$ cat config.mk
export PLATFORM = sky130hd
export DESIGN_NAME = autotest_top
export DESIGN_NICKNAME = d
export VERILOG_FILES = /design/src/hw/vector_pkg.sv /design/src/hw/sd_pkg.sv /design/src/hw/autotest_top.sv /design/src/hw/autotest_ctrl.sv /design/src/hw/vector_regs.sv /design/src/hw/block_cursor.sv /design/src/hw/run_timer.sv
export SDC_FILE = /design/constraint.sdc
export NUM_CORES = 1
export LEC_CHECK = 0
export BUFFER_PORTS_ARGS = -buffer_cell sky130_fd_sc_hd__clkbuf_2
export CORE_UTILIZATION = 50
export CTS_CLUSTER_SIZE = 10
export DETAILED_ROUTE_END_ITERATION = 12
export PLACE_DENSITY = 0.75
export SETUP_SLACK_MARGIN = 0.3
export SYNTH_ARGS = -nofsm -noshare
export SYNTH_HDL_FRONTEND = slang
export SYNTH_SLANG_ARGS = --single-unit
$ cat constraint.sdc
create_clock -name clk -period 4.1 [get_ports clk]
set_input_delay 0.82 -clock clk [delete_from_list [all_inputs] [get_ports clk]]
set_output_delay 0.82 -clock clk [all_outputs]
set_load 0.01 [all_outputs]
$ cat src/hw/vector_pkg.sv
// test-vector package: block layout, cipher field widths, signature and direction
package vector_pkg;

  // byte offsets inside the test block
  localparam int SIG_OFS     = 0;
  localparam int BLOCK_I_OFS = 5;
  localparam int KEY_OFS     = 13;
  localparam int DIR_OFS     = 23;
  localparam int RESULT_OFS  = 24;
  localparam int RESULT_END  = 32;

  // cipher widths
  localparam int BLOCK_W = 64;
  localparam int KEY_W   = 80;

  // byte 0 carries the top byte
  localparam logic [31:0] SIGNATURE = 32'hAABB_CCDD;

  typedef enum logic {
    DIR_ENC = 1'b0,
    DIR_DEC = 1'b1
  } dir_e;

endpackage

$ cat src/hw/sd_pkg.sv
// sd host package: block geometry, data byte and block address types
package sd_pkg;

  // bytes per sd block
  localparam int BLOCK_BYTES = 512;

  typedef logic [7:0] byte_t;

  typedef logic [31:0] block_addr_t;

  // index within one block
  typedef logic [9:0] byte_idx_t;

  // first block read by the self-test
  localparam block_addr_t DEFAULT_BASE_BLOCK = 32'h0010_0000;

endpackage
$ cat src/hw/autotest_top.sv
// self-test top: controller and datapath between the sd host and the cipher
module autotest_top #(
  parameter int unsigned         TIMEOUT_CYCLES = 115343360,
  parameter sd_pkg::block_addr_t BASE_BLOCK     = sd_pkg::DEFAULT_BASE_BLOCK
) (
  input  logic                           clk,
  input  logic                           rst,
  input  logic                           spi_busy_i,
  input  sd_pkg::byte_t                  spi_data_i,
  output logic                           spi_rst_o,
  output logic                           spi_r_block_o,
  output logic                           spi_r_byte_o,
  output logic                           spi_w_block_o,
  output logic                           spi_w_byte_o,
  output sd_pkg::byte_t                  spi_data_o,
  output sd_pkg::block_addr_t            spi_block_addr_o,
  output logic                           uut_rst_o,
  output logic [vector_pkg::BLOCK_W-1:0] uut_block_o,
  output logic [vector_pkg::KEY_W-1:0]   uut_key_o,
  output logic                           uut_decrypt_o,
  input  logic [vector_pkg::BLOCK_W-1:0] uut_block_i,
  input  logic                           uut_end_enc_i,
  input  logic                           uut_end_dec_i,
  output logic                           halted_o
);
  import sd_pkg::*;
  import vector_pkg::*;

  logic      regs_clear;
  logic      capture;
  logic      result_load;
  logic      idx_clear;
  logic      idx_step;
  logic      block_step;
  logic      run;
  logic      timeout;
  logic      last_byte;
  logic      sig_ok;
  dir_e      dir;
  byte_idx_t byte_idx;

  assign uut_decrypt_o = dir;

  autotest_ctrl i_autotest_ctrl (
    .clk           (clk),
    .rst           (rst),
    .spi_busy_i    (spi_busy_i),
    .last_byte_i   (last_byte),
    .sig_ok_i      (sig_ok),
    .dir_i         (dir),
    .uut_end_enc_i (uut_end_enc_i),
    .uut_end_dec_i (uut_end_dec_i),
    .timeout_i     (timeout),
    .spi_rst_o     (spi_rst_o),
    .spi_r_block_o (spi_r_block_o),
    .spi_r_byte_o  (spi_r_byte_o),
    .spi_w_block_o (spi_w_block_o),
    .spi_w_byte_o  (spi_w_byte_o),
    .uut_rst_o     (uut_rst_o),
    .halted_o      (halted_o),
    .regs_clear_o  (regs_clear),
    .capture_o     (capture),
    .result_load_o (result_load),
    .idx_clear_o   (idx_clear),
    .idx_step_o    (idx_step),
    .block_step_o  (block_step),
    .run_o         (run)
  );

  vector_regs i_vector_regs (
    .clk           (clk),
    .rst           (rst),
    .clear_i       (regs_clear),
    .capture_i     (capture),
    .byte_idx_i    (byte_idx),
    .data_i        (spi_data_i),
    .result_load_i (result_load),
    .result_i      (uut_block_i),
    .block_o       (uut_block_o),
    .key_o         (uut_key_o),
    .dir_o         (dir),
    .sig_ok_o      (sig_ok),
    .wr_byte_o     (spi_data_o)
  );

  block_cursor #(
    .BASE_BLOCK (BASE_BLOCK)
  ) i_block_cursor (
    .clk          (clk),
    .rst          (rst),
    .idx_clear_i  (idx_clear),
    .idx_step_i   (idx_step),
    .block_step_i (block_step),
    .byte_idx_o   (byte_idx),
    .last_byte_o  (last_byte),
    .block_addr_o (spi_block_addr_o)
  );

  run_timer #(
    .TIMEOUT_CYCLES (TIMEOUT_CYCLES)
  ) i_run_timer (
    .clk       (clk),
    .rst       (rst),
    .run_i     (run),
    .timeout_o (timeout)
  );

endmodule

$ cat src/hw/autotest_ctrl.sv
// self-test controller: sd reset, block read, signature check, cipher run and write-back
module autotest_ctrl (
  input  logic             clk,
  input  logic             rst,
  input  logic             spi_busy_i,
  input  logic             last_byte_i,
  input  logic             sig_ok_i,
  input  vector_pkg::dir_e dir_i,
  input  logic             uut_end_enc_i,
  input  logic             uut_end_dec_i,
  input  logic             timeout_i,
  output logic             spi_rst_o,
  output logic             spi_r_block_o,
  output logic             spi_r_byte_o,
  output logic             spi_w_block_o,
  output logic             spi_w_byte_o,
  output logic             uut_rst_o,
  output logic             halted_o,
  output logic             regs_clear_o,
  output logic             capture_o,
  output logic             result_load_o,
  output logic             idx_clear_o,
  output logic             idx_step_o,
  output logic             block_step_o,
  output logic             run_o
);
  import vector_pkg::*;

  typedef enum logic [3:0] {
    S_IDLE,
    S_SD_RST,
    S_SD_RST_WAIT,
    S_RD_OPEN,
    S_RD_OPEN_WAIT,
    S_RD_CAPTURE,
    S_RD_BYTE,
    S_RD_BYTE_WAIT,
    S_CHECK,
    S_RUN,
    S_CAPTURE,
    S_WR_OPEN,
    S_WR_OPEN_WAIT,
    S_WR_BYTE,
    S_WR_BYTE_WAIT,
    S_HALT
  } state_e;

  state_e state_q;
  state_e state_d;
  logic   end_hit;

  // only the flag of the selected direction ends the run
  assign end_hit = (dir_i == DIR_ENC) ? uut_end_enc_i : uut_end_dec_i;

  always_ff @(posedge clk)
  begin
    if (rst)
      state_q <= S_IDLE;
    else
      state_q <= state_d;
  end

  always_comb
  begin
    state_d       = state_q;
    spi_rst_o     = 1'b0;
    spi_r_block_o = 1'b0;
    spi_r_byte_o  = 1'b0;
    spi_w_block_o = 1'b0;
    spi_w_byte_o  = 1'b0;
    uut_rst_o     = 1'b1;
    halted_o      = 1'b0;
    regs_clear_o  = 1'b0;
    capture_o     = 1'b0;
    result_load_o = 1'b0;
    idx_clear_o   = 1'b0;
    idx_step_o    = 1'b0;
    block_step_o  = 1'b0;
    run_o         = 1'b0;

    case (state_q)
      S_IDLE:
      begin
        regs_clear_o = 1'b1;
        idx_clear_o  = 1'b1;
        state_d      = S_SD_RST;
      end
      S_SD_RST:
      begin
        spi_rst_o = 1'b1;
        if (spi_busy_i)
          state_d = S_SD_RST_WAIT;
      end
      S_SD_RST_WAIT:
      begin
        if (!spi_busy_i)
          state_d = S_RD_OPEN;
      end
      S_RD_OPEN:
      begin
        spi_r_block_o = 1'b1;
        if (spi_busy_i)
          state_d = S_RD_OPEN_WAIT;
      end
      S_RD_OPEN_WAIT:
      begin
        spi_r_block_o = 1'b1;
        if (!spi_busy_i)
          state_d = S_RD_CAPTURE;
      end
      S_RD_CAPTURE:
      begin
        spi_r_block_o = 1'b1;
        capture_o     = 1'b1;
        if (last_byte_i)
          state_d = S_CHECK;
        else
        begin
          idx_step_o = 1'b1;
          state_d    = S_RD_BYTE;
        end
      end
      S_RD_BYTE:
      begin
        spi_r_block_o = 1'b1;
        spi_r_byte_o  = 1'b1;
        if (spi_busy_i)
          state_d = S_RD_BYTE_WAIT;
      end
      S_RD_BYTE_WAIT:
      begin
        spi_r_block_o = 1'b1;
        if (!spi_busy_i)
          state_d = S_RD_CAPTURE;
      end
      S_CHECK:
      begin
        state_d = sig_ok_i ? S_RUN : S_HALT;
      end
      S_RUN:
      begin
        uut_rst_o = 1'b0;
        run_o     = 1'b1;
        // result is taken on the end cycle, or whatever is there at timeout
        if (end_hit || timeout_i)
        begin
          result_load_o = 1'b1;
          state_d       = S_CAPTURE;
        end
      end
      S_CAPTURE:
      begin
        idx_clear_o = 1'b1;
        state_d     = S_WR_OPEN;
      end
      S_WR_OPEN:
      begin
        spi_w_block_o = 1'b1;
        if (spi_busy_i)
          state_d = S_WR_OPEN_WAIT;
      end
      S_WR_OPEN_WAIT:
      begin
        spi_w_block_o = 1'b1;
        if (!spi_busy_i)
          state_d = S_WR_BYTE;
      end
      S_WR_BYTE:
      begin
        spi_w_block_o = 1'b1;
        spi_w_byte_o  = 1'b1;
        if (spi_busy_i)
          state_d = S_WR_BYTE_WAIT;
      end
      S_WR_BYTE_WAIT:
      begin
        spi_w_block_o = 1'b1;
        if (!spi_busy_i)
        begin
          if (last_byte_i)
          begin
            // next address only once the whole block is out
            block_step_o = 1'b1;
            state_d      = S_IDLE;
          end
          else
          begin
            idx_step_o = 1'b1;
            state_d    = S_WR_BYTE;
          end
        end
      end
      S_HALT:
      begin
        halted_o = 1'b1;
      end
      default:
      begin
        state_d = S_IDLE;
      end
    endcase
  end

endmodule

$ cat src/hw/vector_regs.sv
// vector registers: byte-wise field capture, signature compare, result hold, write-back mux
module vector_regs (
  input  logic                           clk,
  input  logic                           rst,
  input  logic                           clear_i,
  input  logic                           capture_i,
  input  sd_pkg::byte_idx_t              byte_idx_i,
  input  sd_pkg::byte_t                  data_i,
  input  logic                           result_load_i,
  input  logic [vector_pkg::BLOCK_W-1:0] result_i,
  output logic [vector_pkg::BLOCK_W-1:0] block_o,
  output logic [vector_pkg::KEY_W-1:0]   key_o,
  output vector_pkg::dir_e               dir_o,
  output logic                           sig_ok_o,
  output sd_pkg::byte_t                  wr_byte_o
);
  import sd_pkg::*;
  import vector_pkg::*;

  localparam int SIG_N  = $bits(SIGNATURE) / 8;
  localparam int BLK_N  = BLOCK_W / 8;
  localparam int KEY_N  = KEY_W / 8;
  localparam int SIG_SW = $clog2(SIG_N);
  localparam int BLK_SW = $clog2(BLK_N);
  localparam int KEY_SW = $clog2(KEY_N);
  localparam int RES_SW = $clog2(RESULT_END - RESULT_OFS);

  byte_t              sig_q [SIG_N];
  byte_t              blk_q [BLK_N];
  byte_t              key_q [KEY_N];
  byte_t              dir_q;
  logic [BLOCK_W-1:0] result_q;
  logic [31:0]        sig_word;

  byte_idx_t rel_sig;
  byte_idx_t rel_blk;
  byte_idx_t rel_key;
  byte_idx_t rel_res;
  logic      in_sig;
  logic      in_blk;
  logic      in_key;
  logic      in_dir;
  logic      in_res;

  // index below a field offset wraps high, so one compare covers both bounds
  assign rel_sig = byte_idx_i - byte_idx_t'(SIG_OFS);
  assign rel_blk = byte_idx_i - byte_idx_t'(BLOCK_I_OFS);
  assign rel_key = byte_idx_i - byte_idx_t'(KEY_OFS);
  assign rel_res = byte_idx_i - byte_idx_t'(RESULT_OFS);
  assign in_sig  = rel_sig < byte_idx_t'(SIG_N);
  assign in_blk  = rel_blk < byte_idx_t'(BLK_N);
  assign in_key  = rel_key < byte_idx_t'(KEY_N);
  assign in_dir  = byte_idx_i == byte_idx_t'(DIR_OFS);
  assign in_res  = rel_res < byte_idx_t'(RESULT_END - RESULT_OFS);

  always_ff @(posedge clk)
  begin
    if (rst || clear_i)
    begin
      sig_q <= '{default: '0};
      blk_q <= '{default: '0};
      key_q <= '{default: '0};
      dir_q <= '0;
    end
    else if (capture_i)
    begin
      if (in_sig)
        sig_q[rel_sig[SIG_SW-1:0]] <= data_i;
      if (in_blk)
        blk_q[rel_blk[BLK_SW-1:0]] <= data_i;
      if (in_key)
        key_q[rel_key[KEY_SW-1:0]] <= data_i;
      if (in_dir)
        dir_q <= data_i;
    end
  end

  always_ff @(posedge clk)
  begin
    if (rst || clear_i)
      result_q <= '0;
    else if (result_load_i)
      result_q <= result_i;
  end

  // first byte of each field is the most significant
  always_comb
  begin
    for (int i = 0; i < SIG_N; i++)
      sig_word[31-8*i -: 8] = sig_q[i];
    for (int i = 0; i < BLK_N; i++)
      block_o[BLOCK_W-1-8*i -: 8] = blk_q[i];
    for (int i = 0; i < KEY_N; i++)
      key_o[KEY_W-1-8*i -: 8] = key_q[i];
  end

  assign sig_ok_o = sig_word == SIGNATURE;
  assign dir_o    = dir_e'(dir_q[0]);

  // byte 4 and the tail of the block go out as zero
  always_comb
  begin
    wr_byte_o = '0;
    if (in_sig)
      wr_byte_o = sig_q[rel_sig[SIG_SW-1:0]];
    else if (in_blk)
      wr_byte_o = blk_q[rel_blk[BLK_SW-1:0]];
    else if (in_key)
      wr_byte_o = key_q[rel_key[KEY_SW-1:0]];
    else if (in_dir)
      wr_byte_o = dir_q;
    else if (in_res)
      wr_byte_o = result_q[8*rel_res[RES_SW-1:0] +: 8];
  end

endmodule

$ cat src/hw/block_cursor.sv
// block cursor: byte position within the block and sd block address
module block_cursor #(
  parameter sd_pkg::block_addr_t BASE_BLOCK = sd_pkg::DEFAULT_BASE_BLOCK
) (
  input  logic                clk,
  input  logic                rst,
  input  logic                idx_clear_i,
  input  logic                idx_step_i,
  input  logic                block_step_i,
  output sd_pkg::byte_idx_t   byte_idx_o,
  output logic                last_byte_o,
  output sd_pkg::block_addr_t block_addr_o
);
  import sd_pkg::*;

  byte_idx_t   idx_q;
  block_addr_t done_q;

  always_ff @(posedge clk)
  begin
    if (rst || idx_clear_i)
      idx_q <= '0;
    else if (idx_step_i)
      idx_q <= idx_q + 1'b1;
  end

  // completed blocks
  always_ff @(posedge clk)
  begin
    if (rst)
      done_q <= '0;
    else if (block_step_i)
      done_q <= done_q + 1'b1;
  end

  assign byte_idx_o   = idx_q;
  assign last_byte_o  = idx_q == byte_idx_t'(BLOCK_BYTES - 1);
  assign block_addr_o = BASE_BLOCK + done_q;

endmodule

$ cat src/hw/run_timer.sv
// run timer: counts cipher run cycles and flags the timeout
module run_timer #(
  parameter int unsigned TIMEOUT_CYCLES = 115343360
) (
  input  logic clk,
  input  logic rst,
  input  logic run_i,
  output logic timeout_o
);
  localparam int CNT_W = $clog2(TIMEOUT_CYCLES + 1);
  localparam logic [CNT_W-1:0] LAST = CNT_W'(TIMEOUT_CYCLES - 1);

  logic [CNT_W-1:0] count_q;

  // saturates on the last run cycle
  always_ff @(posedge clk)
  begin
    if (rst || !run_i)
      count_q <= '0;
    else if (count_q != LAST)
      count_q <= count_q + 1'b1;
  end

  assign timeout_o = run_i && (count_q == LAST);

endmodule

==> results.json, run 1 <==
{
  "dr_wl_met3_um": 3640,
  "die_y_um": 179,
  "boundaryPins": 269,
  "wl_um": 45300,
  "reg2reg_from": "i_autotest_ctrl.state_q[0]",
  "outcome": "completed",
  "cts.sink_count": 321,
  "clk_path_buf_depth": 3,
  "met2_length_um": 20900,
  "reg2reg_setup_slack_ps": 1000,
  "syn-num-nets": 1812,
  "finalWorstSetupSlack_ps": 334,
  "cts_buffers": 39,
  "skew_ps": 20.4,
  "irDropWorstVdd_mv": 0.322,
  "slew_violations": 0,
  "crit_path_max_incr_delay_ps": 350,
  "first_iter_violations": 1245,
  "port-buffer-count": 268,
  "crit_arrival_ps": 2950,
  "met1Wirelength_um": 19100,
  "synth_edf_count": 0,
  "synthToLayoutAreaGrowth_pct": 19.1,
  "hpwl_um": 31300,
  "syn_inst": 1722,
  "grt.total_usage_pct": 27.8,
  "finalNetCount": 2032,
  "drc_errors": 0,
  "ys_seq_area_share_pct": 41.1,
  "clk_pin_slew_ps": 50,
  "path_buf_inv": 3,
  "grt_pass1_vias": 13000,
  "hold_end": "i_vector_regs.result_q[20]",
  "start_util_pct": 51.0,
  "final_cell_area_um2": 18600,
  "synth_async_sr_flop_share_pct": 0,
  "crit_slowest_cell": "dfxtp_4",
  "ys_types": 79,
  "rsz0062_at_grt": "true",
  "antenna_cells": 0,
  "cp-end-kind": "output port",
  "cts_root_buffer": "clkbuf_16",
  "grt-ovfl-total": 0,
  "crit_required_ps": 3280,
  "final_hold_viol_count": 0,
  "cap_violations": 0,
  "cts_hold_buf": 0,
  "placed_area_um2": 17100,
  "r2r_cells": 6,
  "tns_ps": 0,
  "syn_area_um2": 15600,
  "antenna_found_initial": 0,
  "detail-route-antenna-nets": 0,
  "power_leakage_uw": 0.00771,
  "holdPathStages": 2,
  "criticalPathCategory": "flop to output port",
  "critPathMaxFanout": 7,
  "rows": 64,
  "route.top_layer_used": "met4",
  "fill_cells": 2548,
  "finalSetupViolCount": 0,
  "grt_max_degree": 173,
  "p_per_area_nw_per_um2": 350,
  "mostFrequentLayoutCells": "316 x dfxtp_1, 266 x clkbuf_2, 262 x nor2_1",
  "hold_path.class": "flop to flop",
  "insertion_delay_ps": 530,
  "max_slew_margin_pct": 21.2,
  "hold_start": "i_vector_regs.result_q[20]",
  "routedWlPerCell_um": 19.3,
  "worst_hold_slack_ps": 453,
  "drtPass1Iterations": 6,
  "dieArea_um2": 32000,
  "worst_setup_path_start_kind": "flop",
  "vias": 13700,
  "ys.flop_type": "dfxtp_1",
  "fmax_mhz": 266,
  "final_common_cell": "dfxtp_1",
  "r2r-end": "i_vector_regs.key_o[7]",
  "ctsHtreeMaxLevel": 2,
  "drive_above_1_share_pct": 24.7,
  "worst_slew_pin_slew_ps": 1180,
  "yosys_warnings": 0,
  "cts_tree": "built",
  "cp_cell_sequence": "inv_4 > ha_4 > buf_8 > and4b_1 > a211oi_4 > o2111ai_4 > or2_4 > or3_4 > a31o_1 > buf_6",
  "die_w_um": 179,
  "dp_slack_ps": 379,
  "ys_ff_latch": 321,
  "finalCriticalPeriod_ps": 3770,
  "coreArea_um2": 30700,
  "gp_congestion": 0.935,
  "synth_area_per_cell_um2": 9.08,
  "grt_pass1_wl_um": 70200,
  "min_period_over_period_pct": 91.9,
  "critPathTopFamily": "simple AND/OR/NAND/NOR gates",
  "avgViaCountPerCell": 5.83
}
-- through the flow --
stage               std cells  util (%)  total power (µW)
global placement         2278      55.8              3500
finish                   2346      60.7              6510
detailed placement       2278      55.8              3500
global route             2346      60.7              6710
CTS                      2340      60.2              6540
floorplan                1722         -              3390
-- repair_timing --
item                                    CTS  global route
pin swaps                                10            14
gates cloned                              0             1
buffers inserted                         13             5
resized for setup                        36            26
endpoints found under the setup margin    8             8
-- report_power, final --
group / switching (µW) / total (µW) / internal [µW] / leakage (µW)
sequential: 15.4 / 3140 / 3120 / 0.00259
combinational: 226 / 300 / 74.1 / 0.00458
clock: 1240 / 3070 / 1830 / 0.000538
total: 1480 / 6510 / 5020 / 0.00771
-- worst max-delay path by stage --
stage,start,endpoint,slack (ps),cells after the start
CTS,i_block_cursor.byte_idx_o[0],spi_data_o[3],290,10
floorplan,i_block_cursor.byte_idx_o[0],spi_data_o[0],300,13
global route,i_block_cursor.byte_idx_o[0],spi_data_o[3],230,11
detailed placement,i_block_cursor.byte_idx_o[0],spi_data_o[3],380,9
finish,i_block_cursor.byte_idx_o[0],spi_data_o[0],330,10
global placement,i_block_cursor.byte_idx_o[0],spi_data_o[3],440,9
-- state kept, by name (all words and copies together) (netlist names) --
signal                     flops
i_autotest_ctrl.state_q        4
i_run_timer.count_q           27
i_block_cursor.byte_idx_o     10
i_vector_regs.sig_q           32
i_vector_regs.dir_q            8
i_vector_regs.result_q        64
i_block_cursor.done_q         32
i_vector_regs.key_o           80
i_vector_regs.block_o         64
-- synthesized netlist by cell type (6+ instances only) --
cell | count | area, µm²
a31oi_1 | 9 | 56.3
nor3_4 | 8 | 130
buf_4 | 33 | 248
mux4_2 | 36 | 811
and2_1 | 12 | 75.1
nor3_1 | 28 | 140
nand4_4 | 9 | 191
nand3_1 | 56 | 280
buf_2 | 14 | 70.1
buf_1 | 8 | 30.0
mux2i_1 | 203 | 2030
clkbuf_1 | 83 | 312
xor2_1 | 32 | 280
a22oi_1 | 7 | 52.6
o22ai_1 | 6 | 37.5
a21oi_1 | 98 | 490
dfxtp_1 | 321 | 6430
or3_1 | 12 | 75.1
nand4_1 | 23 | 144
inv_1 | 15 | 56.3
ha_1 | 13 | 163
nand2_1 | 229 | 860
and3_1 | 15 | 93.8
nor4_1 | 8 | 50.1
and4_1 | 6 | 52.6
xnor2_1 | 42 | 368
mux2_2 | 8 | 90.1
o211ai_1 | 8 | 60.1
nor2_1 | 264 | 991
o21ai_0 | 21 | 105
a21o_1 | 6 | 45.0
-- cell families after synthesis --
| logic type | synth area share, % |
|---|---|
| adders and majority gates | 1.04 |
| AOI/OAI and AO/OA | 7.92 |
| buffers and inverters | 4.77 |
| muxes | 19.1 |
| DFF | 41.1 |
| xor gates and xnor gates | 4.43 |
| and+or+nand+nor | 21.6 |
-- worst reg2reg max path, cell delays in order (launching register included) --
cell	delay (ps)
dfxtp_1	660
nand2b_1	280
nor3b_2	450
nand2_1	380
or4_1	850
mux2i_1	270
nor2_1	60
-- metal layers --
layer / vias to the layer above / track usage [%]
met5: - / 0
met4: 0 / 12.4
met3: 117 / 5.24
met2: 612 / 44.1
met1: 6565 / 36.8
li1: 6386 / -
-- area by class of cell --
type	count	area, µm²	area share (%)
tap	396	495	2.66
clock buffer	47	1080	5.80
timing repair buffer	319	1830	9.85
clock inverter	2	13.8	0.0739
multi-input combinational	1244	8700	46.7
sequential	321	6440	34.6
inverter	17	66.3	0.356
Power figures use the tool's default switching activity.
==> run 2, diff against run 1 <==
--- a/config.mk
+++ b/config.mk
@@ -5,6 +5,7 @@
 export SDC_FILE = /design/constraint.sdc
 export NUM_CORES = 1
 export LEC_CHECK = 0
+export ABC_CLOCK_PERIOD_IN_PS = 4100
 export BUFFER_PORTS_ARGS = -buffer_cell sky130_fd_sc_hd__clkbuf_2
 export CORE_UTILIZATION = 50
 export CTS_CLUSTER_SIZE = 10
@@ -13,4 +14,5 @@
 export SETUP_SLACK_MARGIN = 0.3
 export SYNTH_ARGS = -nofsm -noshare
 export SYNTH_HDL_FRONTEND = slang
+export SYNTH_HIERARCHICAL = 1
 export SYNTH_SLANG_ARGS = --single-unit
==> run 2 against run 1 <==
Critical path type unchanged. Sequential power increased by 4%. Routed wire length increased by 6.6%. Die area about the same. Cell count increased by 0.81%. Sequential share of layout area decreased by 0.58 points. Combinational power increased to 4.7 times the previous value. Non-clock buffer count increased by 18. Highest routed layer unchanged. Via count increased by 6.0%. Clock power decreased by 4%. Sequential cell count unchanged.
==> results.json, run 2 <==
{
  "worst_setup_path_start_kind": "flop",
  "wl_um": 48300,
  "min_period_over_period_pct": 94.5,
  "mostFrequentLayoutCells": "316 x dfxtp_1, 265 x clkbuf_2, 228 x nor2_1",
  "ctsHtreeMaxLevel": 2,
  "cts_tree": "built",
  "cts.sink_count": 321,
  "rsz0062_at_grt": "true",
  "outcome": "completed",
  "use_met3_pct": 5.64,
  "synthToLayoutAreaGrowth_pct": 21.1,
  "syn-num-nets": 1809,
  "insertion_delay_ps": 520,
  "avgViaCountPerCell": 6.13,
  "final_hold_viol_count": 0,
  "die_w_um": 179,
  "synth_area_per_cell_um2": 9.11,
  "crit_required_ps": 3280,
  "yosys-top-cells-count": "321 x dfxtp_1, 238 x nor2_1, 199 x mux2i_1, 119 x nand3_1, 115 x o21ai_0",
  "finalCriticalPeriod_ps": 3870,
  "antenna_found_initial": 4,
  "ys_types": 87,
  "syn_area_um2": 15600,
  "die_y_um": 179,
  "p_per_area_nw_per_um2": 403,
  "busiest_layer": "met2",
  "placed_area_um2": 17200,
  "detail-route-antenna-nets": 0,
  "routedWlPerCell_um": 20.4,
  "finalSetupViolCount": 0,
  "grt_use_met2_pct": 46.3,
  "yosys.area.top_type_share_pct": 41.1,
  "port-buffer-count": 268,
  "grt-ovfl-total": 0,
  "clk_pin_slew_ps": 60,
  "first_iter_violations": 1338,
  "final_common_cell": "dfxtp_1",
  "clk_path_buf_depth": 3,
  "yosys.area.top_type": "dfxtp_1",
  "tns_ps": 0,
  "vias": 14500,
  "slew_violations": 0,
  "grt_max_degree": 104,
  "hold_path.class": "flop to flop",
  "hpwl_um": 32700,
  "cp-end-kind": "output port",
  "start_util_pct": 51.0,
  "finalNetCount": 2048,
  "cap_violations": 0,
  "criticalPathCategory": "flop to output port",
  "synth_async_sr_flop_share_pct": 0,
  "skew_ps": 12.6,
  "max_slew_margin_pct": 35.6,
  "syn_inst": 1718,
  "power_leakage_uw": 0.00746,
  "yosys_warnings": 6,
  "grt.total_usage_pct": 28.8,
  "drive_above_1_share_pct": 25.9,
  "synth_most_common_cell": "dfxtp_1",
  "boundaryPins": 269,
  "cts_buffers": 38,
  "irDropWorstVdd_mv": 0.293,
  "grt_pass1_wl_um": 72300,
  "cts_root_buffer": "clkbuf_16",
  "ys_seq_area_share_pct": 41.1,
  "critPathMaxFanout": 9,
  "synth_edf_count": 0,
  "use_met1_pct": 37.0,
  "drc_errors": 0,
  "final_cell_area_um2": 18900,
  "cts_hold_buf": 0,
  "synth_area_leaders": "dfxtp_1 41%, mux2i_1 13%, nor2_1 5.7%, mux4_2 4.5%, nand3_1 3.8%",
  "rows": 64,
  "coreArea_um2": 30700,
  "drtPass1Iterations": 6,
  "worst_slew_pin_slew_ps": 959,
  "ys.flop_type": "dfxtp_1",
  "gp_congestion": 0.941,
  "ys_ff_latch": 321,
  "dieArea_um2": 32000,
  "grt_pass1_vias": 13300,
  "crit_arrival_ps": 3050,
  "fmax_mhz": 258,
  "largest_register_ffs": 80
}
-- run 2: cell count changes after synthesis, moves of 12 or more --
cell / before / now
nand2_1: 229 / 109
o21ai_0: 21 / 115
nand3_1: 56 / 119
a21oi_1: 98 / 65
nor2_1: 264 / 238
xnor2_1: 42 / 26
nor3_1: 28 / 13
buf_2: 14 / 26
clkbuf_1: 83 / 71
o31ai_1: 3 / 15
-- run 2: per-layer routing --
metal | wire length (µm) | vias to the layer above
met5 | 0 | -
met4 | 2210 | 0
met3 | 3910 | 155
met2 | 22600 | 700
met1 | 19500 | 6952
li1 | - | 6687
-- run 2: worst max-delay path, cell delays in order, from the launching register on --
cell      delay [ps]
dfxtp_4          420
inv_6             60
ha_4             200
xor2_4           200
nor2_2           400
nand2_1          100
a32oi_1          310
o21ai_0          200
a221oi_2         430
clkbuf_2         210
-- run 2: path summary, 6_finish.rpt --
| kind | startpoint | endpoint | slack [ps] | depth (start not counted) |
|---|---|---|---|---|
| worst min-delay path | i_vector_regs/dir_q[2] | i_vector_regs/dir_q[2] | 460 | 2 |
| worst max register to register | i_block_cursor/byte_idx_o[0] | i_block_cursor/done_q[28] | 620 | 11 |
| worst max-delay path | i_block_cursor/byte_idx_o[1] | spi_data_o[3] | 230 | 9 |
| worst min register to register | i_vector_regs/dir_q[2] | i_vector_regs/dir_q[2] | 460 | 2 |
-- run 2: cell families (layout without fill, tap and decap cells) --
group	after synthesis	after routing	share of synthesized area, %
other	0	4	0
AOI/OAI and AO/OA	283	283	11.0
muxes	242	242	18.1
DFF	321	321	41.1
and+or+nand+nor	655	655	21.4
buffers and inverters	153	400	4.50
xor gates and xnor gates	50	50	2.90
adders and majority gates	14	14	1.12
-- run 2: cell type report --
type | count | area, µm²
Antenna cell | 4 | 10.0
Clock buffer | 45 | 1010
Clock inverter | 3 | 37.5
Fill cell | 2536 | 11700
Inverter | 15 | 71.3
Multi-Input combinational cell | 1244 | 8800
Sequential cell | 321 | 6440
Tap cell | 396 | 495
Timing Repair Buffer | 337 | 2090
-- run 2: power breakdown --
group / total, µW / switching (µW) / internal (µW)
logic: 1410 / 950 / 455
clock network: 2950 / 1230 / 1720
registers: 3280 / 113 / 3160
total: 7640 / 2300 / 5340
-- run 2: timing repair --
action,4_1_cts,5_1_grt
pin swaps,5,12
gates cloned,1,3
resized for setup,34,45
buffers inserted,7,22
endpoints found under the hold margin,0,0
endpoints found under the setup margin,8,14
-- run 2: metrics by stage --
| step | cells | hold slack, ps | setup slack [ps] | utilization [%] | power (µW) |
|---|---|---|---|---|---|
| 6_report | 2365 | 456 | 226 | 61.8 | 7640 |
| 5_1_grt | 2364 | 482 | 206 | 61.8 | 7930 |
| 4_1_cts | 2336 | 455 | 285 | 60.4 | 7590 |
| 3_5_place_dp | 2280 | 449 | 377 | 56.2 | 4610 |
| 3_3_place_gp | 2280 | 442 | 444 | 56.2 | 4590 |
| 2_1_floorplan | 1718 | 434 | 299 | - | 4230 |
